===== config.mk =====
export PLATFORM = sky130hd
export DESIGN_NAME = lcd_debug_top
export DESIGN_NICKNAME = d
export VERILOG_FILES = /design/src/hw/lcd_debug_pkg.sv /design/src/hw/lcd_byte_if.sv /design/src/hw/debug_text_formatter.sv /design/src/hw/lcd_debug_top.sv /design/src/hw/lcd_nibble_writer.sv /design/src/hw/lcd_sequencer.sv
export VERILOG_INCLUDE_DIRS = /design/src /design/src/hw
export SDC_FILE = /design/constraint.sdc
export NUM_CORES = 1
export LEC_CHECK = 0
export ABC_AREA = 1
export BUFFER_PORTS_ARGS = -buffer_cell sky130_fd_sc_hd__buf_2
export CORE_MARGIN = 3
export CORE_UTILIZATION = 55
export DETAILED_ROUTE_END_ITERATION = 8
export GPL_TIMING_DRIVEN = 0
export PLACE_DENSITY = 0.82
export SYNTH_ARGS = -nofsm -noshare
export SYNTH_HDL_FRONTEND = slang
export SYNTH_SLANG_ARGS = --single-unit

===== constraint.sdc =====
create_clock -name qzt_clk -period 2.2 [get_ports qzt_clk]
set_input_delay 0.11 -clock qzt_clk [delete_from_list [all_inputs] [get_ports qzt_clk]]
set_output_delay 0.11 -clock qzt_clk [all_outputs]
set_load 0.02 [all_outputs]

===== src/hw/lcd_debug_defs.svh =====
`ifndef LCD_DEBUG_DEFS_SVH
`define LCD_DEBUG_DEFS_SVH

// Timing defaults in clock cycles
`define LCD_STEP_CYCLES      16
`define LCD_HOLD_CYCLES      4096
`define LCD_POWER_ON_CYCLES  753664
`define LCD_WAKE_CYCLES      212960
`define LCD_CLEAR_CYCLES     98304
`define LCD_FRAME_CYCLES     65536

// Controller command bytes
`define LCD_CMD_FUNCTION     8'h28
`define LCD_CMD_ENTRY        8'h06
`define LCD_CMD_DISPLAY      8'h0C
`define LCD_CMD_CLEAR        8'h01
`define LCD_CMD_HOME         8'h80

// Line layout and register bus
`define LCD_LINE_CHARS       8
`define LCD_REG_COUNT        12

`endif


===== src/hw/lcd_debug_pkg.sv =====
`default_nettype none

package lcd_debug_pkg;

	// One byte for the LCD, filled as a whole and sent as two nibbles
	typedef union packed {
		logic [7:0] full;
		struct packed {
			logic [3:0] upper; // Goes out first
			logic [3:0] lower;
		} nib;
	} lcd_char_u;

endpackage

`default_nettype wire


===== src/hw/lcd_byte_if.sv =====
`default_nettype none

interface lcd_byte_if ();
	import lcd_debug_pkg::*;

	logic      valid;  // Byte offered
	logic      rs;     // 0 command, 1 data
	logic      single; // Upper nibble only
	lcd_char_u data;
	logic      ready;  // Writer free

	modport sequencer (output valid, rs, single, data, input ready);
	modport writer (input valid, rs, single, data, output ready);

endinterface

`default_nettype wire


===== src/hw/debug_text_formatter.sv =====
`default_nettype none

`include "lcd_debug_defs.svh"

module debug_text_formatter (
	input  wire [2:0]                char_pos,
	input  wire                      ram_view,
	input  wire [7:0]                mem_addr,
	input  wire [7:0]                mem_data,
	input  wire [95:0]               cpu_regs,
	input  wire [3:0]                reg_sel,
	output lcd_debug_pkg::lcd_char_u char_byte
);
	logic [7:0]  reg_val;
	logic [15:0] reg_name;
	logic [15:0] mid_pair; // Positions 3 and 4
	logic [7:0]  shown_val;

	// 0-9 to '0'-'9', 10-15 to 'A'-'F'
	function automatic logic [7:0] hex_char(input logic [3:0] v);
		return (v <= 4'd9) ? {4'h3, v} : 8'h37 + {4'h0, v};
	endfunction

	assign reg_val = (reg_sel < 4'(`LCD_REG_COUNT)) ? cpu_regs[{reg_sel, 3'b000} +: 8] : 8'h00;

	always_comb begin
		case (reg_sel)
			4'd0:    reg_name = "PC";
			4'd1:    reg_name = "IR";
			4'd2:    reg_name = "ST";
			4'd3:    reg_name = "W ";
			4'd4:    reg_name = "Z ";
			4'd5:    reg_name = "A ";
			4'd6:    reg_name = "B ";
			4'd7:    reg_name = "C ";
			4'd8:    reg_name = "SP";
			4'd9:    reg_name = "AD"; // Address bus
			4'd10:   reg_name = "DO";
			4'd11:   reg_name = "DI";
			default: reg_name = "  "; // No such register
		endcase
	end

	assign mid_pair  = ram_view ? {hex_char(mem_addr[7:4]), hex_char(mem_addr[3:0])} : reg_name;
	assign shown_val = ram_view ? mem_data : reg_val;

	always_comb begin
		case (char_pos)
			3'd0:    char_byte.full = ram_view ? "R" : "P";
			3'd1:    char_byte.full = ram_view ? "M" : "C";
			3'd3:    char_byte.full = mid_pair[15:8];
			3'd4:    char_byte.full = mid_pair[7:0];
			3'd6:    char_byte.full = hex_char(shown_val[7:4]);
			3'd7:    char_byte.full = hex_char(shown_val[3:0]);
			default: char_byte.full = " "; // Separators
		endcase
	end

endmodule

`default_nettype wire


===== src/hw/lcd_debug_top.sv =====
`default_nettype none

`include "lcd_debug_defs.svh"

module lcd_debug_top #(
	parameter int STEP     = `LCD_STEP_CYCLES,
	parameter int HOLD     = `LCD_HOLD_CYCLES,
	parameter int POWER_ON = `LCD_POWER_ON_CYCLES,
	parameter int WAKE     = `LCD_WAKE_CYCLES,
	parameter int CLEAR    = `LCD_CLEAR_CYCLES,
	parameter int FRAME    = `LCD_FRAME_CYCLES
) (
	input  wire        qzt_clk,
	input  wire        reset,
	input  wire        ram_view,
	input  wire [7:0]  mem_addr,
	input  wire [7:0]  mem_data,
	input  wire [95:0] cpu_regs,
	input  wire [3:0]  reg_sel,
	output wire        lcd_rs,
	output wire        lcd_e,
	output wire [3:0]  lcd_data
);
	import lcd_debug_pkg::*;

	logic [2:0] char_pos;
	lcd_char_u  char_byte;

	lcd_byte_if bus ();

	lcd_sequencer #(
		.POWER_ON(POWER_ON),
		.WAKE    (WAKE),
		.CLEAR   (CLEAR),
		.FRAME   (FRAME)
	) u_sequencer (
		.qzt_clk  (qzt_clk),
		.reset    (reset),
		.bus      (bus.sequencer),
		.char_pos (char_pos),
		.char_byte(char_byte)
	);

	debug_text_formatter u_formatter (
		.char_pos (char_pos),
		.ram_view (ram_view),
		.mem_addr (mem_addr),
		.mem_data (mem_data),
		.cpu_regs (cpu_regs),
		.reg_sel  (reg_sel),
		.char_byte(char_byte)
	);

	lcd_nibble_writer #(
		.STEP(STEP),
		.HOLD(HOLD)
	) u_writer (
		.qzt_clk (qzt_clk),
		.reset   (reset),
		.bus     (bus.writer),
		.lcd_rs  (lcd_rs),
		.lcd_e   (lcd_e),
		.lcd_data(lcd_data)
	);

endmodule

`default_nettype wire


===== src/hw/lcd_nibble_writer.sv =====
`default_nettype none

`include "lcd_debug_defs.svh"

module lcd_nibble_writer #(
	parameter int STEP = `LCD_STEP_CYCLES,
	parameter int HOLD = `LCD_HOLD_CYCLES
) (
	input  wire        qzt_clk,
	input  wire        reset,
	lcd_byte_if.writer bus,
	output logic       lcd_rs,
	output logic       lcd_e,
	output logic [3:0] lcd_data
);
	localparam int CW = $clog2(HOLD + 1);

	// Event cycles, counted from the accepting clock
	localparam logic [CW-1:0] E1_RISE  = CW'(STEP);
	localparam logic [CW-1:0] E1_FALL  = CW'(2 * STEP);
	localparam logic [CW-1:0] LO_SETUP = CW'(6 * STEP);
	localparam logic [CW-1:0] E2_RISE  = CW'(7 * STEP);
	localparam logic [CW-1:0] E2_FALL  = CW'(8 * STEP);
	localparam logic [CW-1:0] DONE     = CW'(HOLD);

	logic [CW-1:0] cnt;
	logic [CW-1:0] cnt_nxt;
	logic          ready_q;
	logic          single_q;
	logic [3:0]    lower_q;
	logic          accept;

	assign bus.ready = ready_q;
	assign accept    = bus.valid && ready_q;
	assign cnt_nxt   = cnt + 1'b1;

	// Second half of the byte, kept for later
	always_ff @(posedge qzt_clk) begin
		if (accept) begin
			single_q <= bus.single;
			lower_q  <= bus.data.nib.lower;
		end
	end

	always_ff @(posedge qzt_clk) begin
		if (reset) begin
			cnt      <= '0;
			ready_q  <= 1'b1;
			lcd_rs   <= 1'b0;
			lcd_e    <= 1'b0;
			lcd_data <= 4'h0;
		end else if (ready_q) begin
			if (accept) begin
				ready_q  <= 1'b0;
				cnt      <= CW'(1);
				lcd_rs   <= bus.rs;
				lcd_data <= bus.data.nib.upper; // Visible in cycle 1
			end
		end else begin
			cnt <= cnt_nxt;
			if (cnt_nxt == E1_RISE)
				lcd_e <= 1'b1;
			if (cnt_nxt == E1_FALL)
				lcd_e <= 1'b0;
			// Wake-up nibbles stop after the first pulse
			if (!single_q) begin
				if (cnt_nxt == LO_SETUP)
					lcd_data <= lower_q;
				if (cnt_nxt == E2_RISE)
					lcd_e <= 1'b1;
				if (cnt_nxt == E2_FALL)
					lcd_e <= 1'b0;
			end
			if (cnt_nxt == DONE) begin
				ready_q  <= 1'b1; // Controller had time to execute
				lcd_data <= 4'h0;
			end
		end
	end

	a_pins_stable: assert property (@(posedge qzt_clk) disable iff (reset)
		lcd_e |=> !lcd_e || ($stable(lcd_data) && $stable(lcd_rs)))
		else $error("lcd_data or lcd_rs changed while lcd_e was high");

	a_e_low_in_reset: assert property (@(posedge qzt_clk)
		reset |=> !lcd_e)
		else $error("lcd_e high after a reset cycle");

endmodule

`default_nettype wire


===== src/hw/lcd_sequencer.sv =====
`default_nettype none

`include "lcd_debug_defs.svh"

module lcd_sequencer #(
	parameter int POWER_ON = `LCD_POWER_ON_CYCLES,
	parameter int WAKE     = `LCD_WAKE_CYCLES,
	parameter int CLEAR    = `LCD_CLEAR_CYCLES,
	parameter int FRAME    = `LCD_FRAME_CYCLES
) (
	input  wire                           qzt_clk,
	input  wire                           reset,
	lcd_byte_if.sequencer                 bus,
	output logic [2:0]                    char_pos,
	input  wire lcd_debug_pkg::lcd_char_u char_byte
);
	import lcd_debug_pkg::*;

	localparam logic [1:0] PH_WAKE    = 2'd0;
	localparam logic [1:0] PH_CONFIG  = 2'd1;
	localparam logic [1:0] PH_REFRESH = 2'd2;

	// Sum covers the longest of the waits
	localparam int WW = $clog2(POWER_ON + WAKE + CLEAR + FRAME + 1);
	localparam logic [3:0] LAST_CHAR = 4'(`LCD_LINE_CHARS);

	logic [1:0]    phase;
	logic [3:0]    step;     // Nibble, command or frame position
	logic          waiting;
	logic [WW-1:0] wait_cnt;
	logic          accept;
	logic          rs_w;
	logic          single_w;
	lcd_char_u     data_w;

	assign accept     = bus.valid && bus.ready;
	assign bus.valid  = !waiting;
	assign bus.rs     = rs_w;
	assign bus.single = single_w;
	assign bus.data   = data_w;
	assign char_pos   = 3'(step - 4'd1); // Step 0 is the HOME command

	always_comb begin
		rs_w        = 1'b0;
		single_w    = 1'b0;
		data_w.full = 8'h00;
		case (phase)
			PH_WAKE: begin
				single_w         = 1'b1;
				data_w.nib.upper = (step == 4'd3) ? 4'h2 : 4'h3; // 2 switches to 4-bit bus
			end
			PH_CONFIG: begin
				case (step[1:0])
					2'd0:    data_w.full = `LCD_CMD_FUNCTION;
					2'd1:    data_w.full = `LCD_CMD_ENTRY;
					2'd2:    data_w.full = `LCD_CMD_DISPLAY;
					default: data_w.full = `LCD_CMD_CLEAR;
				endcase
			end
			default: begin
				if (step == 4'd0) begin
					data_w.full = `LCD_CMD_HOME;
				end else begin
					rs_w   = 1'b1;
					data_w = char_byte;
				end
			end
		endcase
	end

	// Waits only run while the writer is idle
	always_ff @(posedge qzt_clk) begin
		if (reset) begin
			phase    <= PH_WAKE;
			step     <= 4'd0;
			waiting  <= 1'b1;
			wait_cnt <= WW'(POWER_ON - 1);
		end else if (waiting) begin
			if (bus.ready) begin
				if (wait_cnt == '0)
					waiting <= 1'b0;
				else
					wait_cnt <= wait_cnt - 1'b1;
			end
		end else if (accept) begin
			step <= step + 4'd1;
			case (phase)
				PH_WAKE: begin
					waiting  <= 1'b1;
					wait_cnt <= WW'(WAKE - 1);
					if (step == 4'd3) begin
						phase <= PH_CONFIG;
						step  <= 4'd0;
					end
				end
				PH_CONFIG: begin
					if (step == 4'd3) begin // Clear was the last one
						phase    <= PH_REFRESH;
						step     <= 4'd0;
						waiting  <= 1'b1;
						wait_cnt <= WW'(CLEAR - 1);
					end
				end
				default: begin
					if (step == LAST_CHAR) begin
						step     <= 4'd0;
						waiting  <= 1'b1;
						wait_cnt <= WW'(FRAME - 1);
					end
				end
			endcase
		end
	end

	a_payload_held: assert property (@(posedge qzt_clk) disable iff (reset)
		bus.valid && !bus.ready |=> bus.valid && $stable(bus.rs) && $stable(bus.single)
			&& $stable(bus.data))
		else $error("payload dropped or changed before the writer took it");

	a_pos_range: assert property (@(posedge qzt_clk) disable iff (reset)
		bus.valid && bus.rs |-> (step - 4'd1) < LAST_CHAR)
		else $error("character position past the end of the line");

endmodule

`default_nettype wire


Word level (Yosys, flattened, before mapping)

Memories as Yosys holds them, arrays and structs flattened.
Index checks and enable logic that the tools add are counted.

Input port bits: 119
Memories kept: 1
Bits in read-only memories: 224
Flip-flop bits (word level): 53
Output and inout bits: 6
Word-level logic and storage cells: 120

Equal/unequal tests: 23
Add/subtract/negate cells: 8
Shift operators: 1
Magnitude comparators: 5
Reductions and logical operators: 17
Bitwise gates (word level): 1
Multiplexer cells: 53

Memories:

| memory           | words | bits a word | rd ports | clocked after Yosys merged registers in | wr ports | RTL line                   | text |
|---|---|---|---|---|---|---|---|
| (name not given) | 16    | 14          | 1        | 0                                       | 0        | debug_text_formatter.sv:27 | `case (reg_sel)` |

Operators with widths:

| kind                                                                    | count |
|---|---|
| 21-bit 2-to-1 mux                                                       | 6 |
| 96-bit by 8-bit indexed part select with 8-bit output                   | 1 |
| 8-bit 2-to-1 mux                                                        | 7 |
| 8-bit one-hot mux with 6 select lines                                   | 1 |
| 21-bit one-hot mux with 2 select lines                                  | 1 |
| 4-bit 2-to-1 mux                                                        | 9 |
| 6-bit by 4-bit adder with 7-bit output (first input constant)           | 4 |
| 13-bit by 7-bit equality test with 1-bit output (second input constant) | 2 |
| 13-bit 2-to-1 mux                                                       | 2 |
| 21-bit zero test                                                        | 1 |
| 21-bit by 1-bit subtractor with 21-bit output (second input constant)   | 1 |
| 1-bit 2-to-1 mux                                                        | 18 |
| 6-bit one-hot mux with 3 select lines                                   | 1 |
| 4-bit less-or-equal comparator (second input constant)                  | 4 |
| 16-bit 2-to-1 mux                                                       | 1 |
| 4-bit one-hot mux with 2 select lines                                   | 2 |
| 13-bit by 1-bit adder with 13-bit output (second input constant)        | 1 |
| 13-bit equality test (second input constant)                            | 1 |
| 13-bit by 5-bit equality test with 1-bit output (second input constant) | 1 |
| 13-bit by 6-bit equality test with 1-bit output (second input constant) | 1 |
| 13-bit by 8-bit equality test with 1-bit output (second input constant) | 1 |
| 5-bit AND reduction                                                     | 2 |
| 3-bit equality test (second input constant)                             | 3 |
| 2-bit 2-to-1 mux                                                        | 3 |
| other kinds (27)                                                        | 34 |

Logic depth before layout (Yosys ltp)

Depth in word-level cells: 10
Mapped depth: 22

Hierarchy

A second synthesis with hierarchy kept.

Cells, all modules: 964
Area total of the unflattened synthesis: 5599.1 sq um

Modules (own cells, without submodules):

| module               | cells an instance | times used | sequential area each (sq um) | area each (sq um) |
|---|---|---|---|---|
| debug_text_formatter | 457               | 1          | 0.0                          | 2199.6 |
| lcd_sequencer        | 284               | 1          | 560.5                        | 1919.3 |
| lcd_nibble_writer    | 223               | 1          | 550.5                        | 1480.2 |

Worst setup path before layout

Ideal clock, no wire load.

Path type: register to register
From: register u_sequencer.step[0]
To: register u_writer.lower_q[1], data pin
Slack: 0.177 ns
Clock period less this slack: 2.023 ns
Buffers on the path: 0
Arrival time: 1.771 ns
Library setup time: 0.252 ns
Cell stages (with the launch flop): 14
Required time: 1.948 ns
Cell sequence: dfxtp_1 -> inv_1 -> ha_1 -> ha_1 -> nand2_1 -> inv_1 -> a21oi_1 -> o21ai_0 -> a41oi_1 -> nand2_1 -> inv_1 -> nand3_1 -> nand2_1 -> nand2_1

RTL lines:

| item                     | RTL line                | text |
|---|---|---|
| start: declaration       | lcd_sequencer.sv:28     | `logic [3:0] step;` |
| start signal: assignment | lcd_sequencer.sv:86     | `step <= step + 4'd1;` |
| end signal: assignment   | lcd_nibble_writer.sv:41 | `lower_q <= bus.data.nib.lower;` |
| end: declaration         | lcd_nibble_writer.sv:30 | `logic [3:0] lower_q;` |

Worst setup path after layout

From: register u_writer.cnt[1]
To: register u_writer.lcd_data[1]

Longest elaborated chain between the ends: 4
Elaborated cells between the ends (all ways): 8
Classes of those cells: add/sub (1); eq/ne (3); mux (2); reduce/logical (2)

Ends and longest elaborated chain:

| item                                                                                           | RTL line                                         | text |
|---|---|---|
| start: declaration                                                                             | lcd_nibble_writer.sv:26                          | `logic [CW-1:0] cnt;` |
| start signal: assignment                                                                       | lcd_nibble_writer.sv:60                          | `cnt <= cnt_nxt;` |
| 13-bit by 1-bit adder with 13-bit output *                                                     | lcd_nibble_writer.sv:35                          | `assign cnt_nxt = cnt + 1'b1;` |
| 13-bit equality test / 13-bit by 7-bit equality test with 1-bit output (equally long branches) | lcd_nibble_writer.sv:74, lcd_nibble_writer.sv:67 |  |
| 3-bit by 2-bit != test with 1-bit output (no line), or another cell as far along               | -                                                |  |
| 3-bit AND reduction (no line) / 4-bit 2-to-1 mux (equally long branches)                       | -                                                |  |
| end signal: assignment                                                                         | lcd_nibble_writer.sv:57                          | `lcd_data <= bus.data.nib.upper;` |
| end signal: assignment                                                                         | lcd_nibble_writer.sv:68                          | `lcd_data <= lower_q;` |
| end: declaration                                                                               | lcd_nibble_writer.sv:14                          | `output logic [3:0] lcd_data` |

Every way passes the cells marked *; elsewhere a longest branch is shown, timed or not.
A chain may end at the register's enable or synchronous reset.

==> summary.md <==
| Metric | Value |
|---|---|
| Final critical-path required period | 2.19 ns |
| Starting utilization of the core area | 0.567 |
| Number of warnings issued by yosys | 0 |
| Slew of the pin with the lowest slew margin | 0.530 ns |
| Total routing resource utilization after global routing | 0.253 |
| Clock sink count | 53 |
| First-pass GRT wire length | 23300 um |
| Result of the run | completed |
| Number of global-route vias before repair | 5108 |
| Number of distinct library cell variants in the gate-level netlist after synthesis | 53 |
| Die span in y | 104 um |
| Critical path endpoint category | flip-flop |
| Endpoint arrival time on the critical path | 2.44 ns |
| Antenna violations before repair | 0 |
| Most common library cell in the layout ignoring fill and taps | sky130_fd_sc_hd__nand2_1 |
| DP HPWL | 11100 um |
| Cell at the slowest stage of the critical path | sky130_fd_sc_hd__dfxtp_4 |
| Cells traversed along the worst timing path | nand2_4 > nor2_4 > nand3_4 > nor2_4 > buf_4 > nand3_1 > nand2_1 > inv_1 > nor3_1 > nand3_2 > nand2_2 > nand2_4 > nand2_2 > nand2_1 > a21oi_1 |
| Worst hold-check path type | input pin to flip-flop |
| Clock slew at reported path FFs | 0.10 ns |
| Biggest fanout along the worst timing path | 8 |
| Number of top-level design ports | 125 |
| Share of post-route cells with drive strength above 1 | 0.249 |
| Top library cells by usage in the layout, fill and taps aside | 239 x sky130_fd_sc_hd__nand2_1, 150 x sky130_fd_sc_hd__inv_1, 130 x sky130_fd_sc_hd__buf_2, 73 x sky130_fd_sc_hd__nand3_1, 62 x sky130_fd_sc_hd__nor2_1 |
| Proportion of synthesized chip area in sequential cells | 0.211 |
| Worst vdd rail ir drop | 0.261 mV |
| Total gr overflow | 0 |
| Number of placement rows | 35 |
| H-Tree Depth | 2 |
| Largest net degree at the start of global routing | 17 |
| Kind of start point of the critical path | flip-flop |
| Residual DRC | 0 |
| Worst-Skew Late Latency | 0.31 ns |
| Antenna Nets Post-Route | 0 |
| Total CTS buffers | 5 |
| Maximum single-stage delay on the critical path | 0.40 ns |
| Worst setup slack after layout | 0.0134 ns |
| Vias per cell | 5.16 |
| Seq. cell area | 1130 um^2 |
| Slew margin rel. | 0.646 |
| Gpl congestion | 0.941 |
| Die Footprint | 10800 um^2 |
| First-pass iteration count of the detailed router | 4 |
| Final hold violations | 0 |
| Largest cells by area after synthesis | sky130_fd_sc_hd__dfxtp_1 18%, sky130_fd_sc_hd__nand2_1 17%, sky130_fd_sc_hd__inv_1 11% |
| Cell at the root of the clock tree | sky130_fd_sc_hd__clkbuf_8 |
| Tcrit/Tclk final | 0.994 |
| Area growth, synth to finish | 22.5% |
| Post-synthesis sequential element count | 53 |
| # setup viols final | 0 |
| CTS tree | done |
| LEAKAGE | 0.00331 uW |
| Max-cap viol count | 0 |
| Yosys top cell area share | 0.183 |
| Filler cell count | 873 |
| Data required time at the worst endpoint | 2.45 ns |
| Count of vias placed by the detailed router | 5923 |
| Post-Synthesis Cell Area | 5270 um^2 |
| Post-route total power | 2070 uW |
| Die Span X | 104 um |
| Smallest hold slack | 0.0501 ns |
| Cell taking the most area after synthesis | sky130_fd_sc_hd__dfxtp_1 |
| Achievable clock frequency | 457 MHz |
| Placed Area | 6040 um^2 |
| Placeable core region | 9280 um^2 |
| Worst setup slack after placement | -0.164 ns |
| Per-instance average area after synthesis | 5.99 um^2 |
| Total negative slack for setup checks | 0 ns |
| Maximum clock insertion buffer count | 2 |
| Footprint of the multi-input gates | 3550 um^2 |
| Net count, final | 1159 |
| Cell count after synthesis | 879 |
| Final antenna diode count | 0 |
| Setup repair after global routing missed its margin | yes |
| Power per Cell Area | 321 nW/um^2 |
| Detailed-route wire length per cell | 12.8 um |
| Final worst clock skew | 0.0155 ns |
| Critical path class | flip-flop to flip-flop |
| Net count after synthesis | 1021 |
| Number of pins with negative max-slew slack in the final report | 0 |
| Cell area after layout | 6450 um^2 |
| Input/output buffers | 122 |
| Violation count after the first detailed-routing iteration | 391 |
| Routed WL | 14600 um |
==> path summary, 6_finish.rpt <==
path | startpoint | to | slack [ns] | depth (start not counted)
worst max register to register | u_writer.cnt[1]$_SDFFE_PP0P_ | u_writer.lcd_data[1]$_SDFFE_PP0P_ | 0.01 | 15
worst min-delay path | reset | u_writer.cnt[1]$_SDFFE_PP0P_ | 0.05 | 2
worst min register to register | u_sequencer.wait_cnt[20]$_SDFFE_PP0P_ | u_sequencer.wait_cnt[20]$_SDFFE_PP0P_ | 0.47 | 1
worst max-delay path | u_writer.cnt[1]$_SDFFE_PP0P_ | u_writer.lcd_data[1]$_SDFFE_PP0P_ | 0.01 | 15
==> critical path, delay by kind of cell (launching register included) <==
family          cells  cell delay (ns)
flops               1             0.40
buf+inv             2             0.23
compound gates      1             0.11
simple gates       12             1.36
==> metal layers <==
layer	share of wire	track usage
met1	0.46	0.370
met2	0.45	0.396
met3	0.070	0.0336
met4	0.019	0.0579
met5	0	0
==> what timing repair did <==
action	CTS	global route
hold endpoints to repair	0	0
setup buffers	0	9
hold buffers	0	0
endpoints found under the setup margin	9	25
gates cloned	0	0
pin swaps	0	12
gates resized for setup	8	55
==> through the flow <==
| stage | instances | util |
|---|---|---|
| floorplan | 879 | - |
| global placement | 1130 | 0.650 |
| detailed placement | 1130 | 0.650 |
| CTS | 1138 | 0.664 |
| global route | 1147 | 0.695 |
| finish | 1147 | 0.695 |
==> cells in the mapped netlist (all sizes together) <==
cell       n
a211oi     2
a21boi     2
a21oi     48
a31oi      2
a41oi      1
buf       22
clkbuf     7
clkinv     2
dfxtp     48
edfxtp     5
ha        23
inv      159
nand2    256
nand3     80
nand3b     2
nand4     10
nor2      78
nor3      19
nor4       2
o2111ai    3
o211ai    13
o21a       3
o21ai     45
o21bai     2
o221ai     1
o22ai      1
o311ai     2
o31ai      4
or2       22
xnor2      4
xor2      11
==> area by class of cell <==
type | count | area share
Tap cell | 129 | 0.0250
Sequential cell | 53 | 0.176
Timing Repair Buffer | 131 | 0.105
Buffer | 29 | 0.0343
Multi-Input combinational cell | 636 | 0.551
Clock inverter | 2 | 0.00213
Inverter | 161 | 0.0953
Clock buffer | 6 | 0.0113
==> cells by family after synthesis <==
| family | count (synthesis) | share of synthesized area |
|---|---|---|
| buf+inv | 190 | 0.157 |
| fa+ha+maj | 23 | 0.0547 |
| simple gates | 469 | 0.402 |
| xor+xnor | 15 | 0.0264 |
| flops | 53 | 0.211 |
| compound gates | 129 | 0.149 |
==> state kept, by name (all words and copies together), names as in the netlist, 2 cells and up <==
register              count
u_writer.lcd_data         4
u_sequencer.wait_cnt     21
u_sequencer.phase         2
u_writer.lower_q          4
u_writer.cnt             13
u_sequencer.step          4
==> report_power, final <==
part	internal (uW)	leakage [uW]	switching, uW
registers	970	0.000429	3.72
logic	228	0.00284	310
clock network	228	0.0000456	332
(Power assumes the default switching activity.)
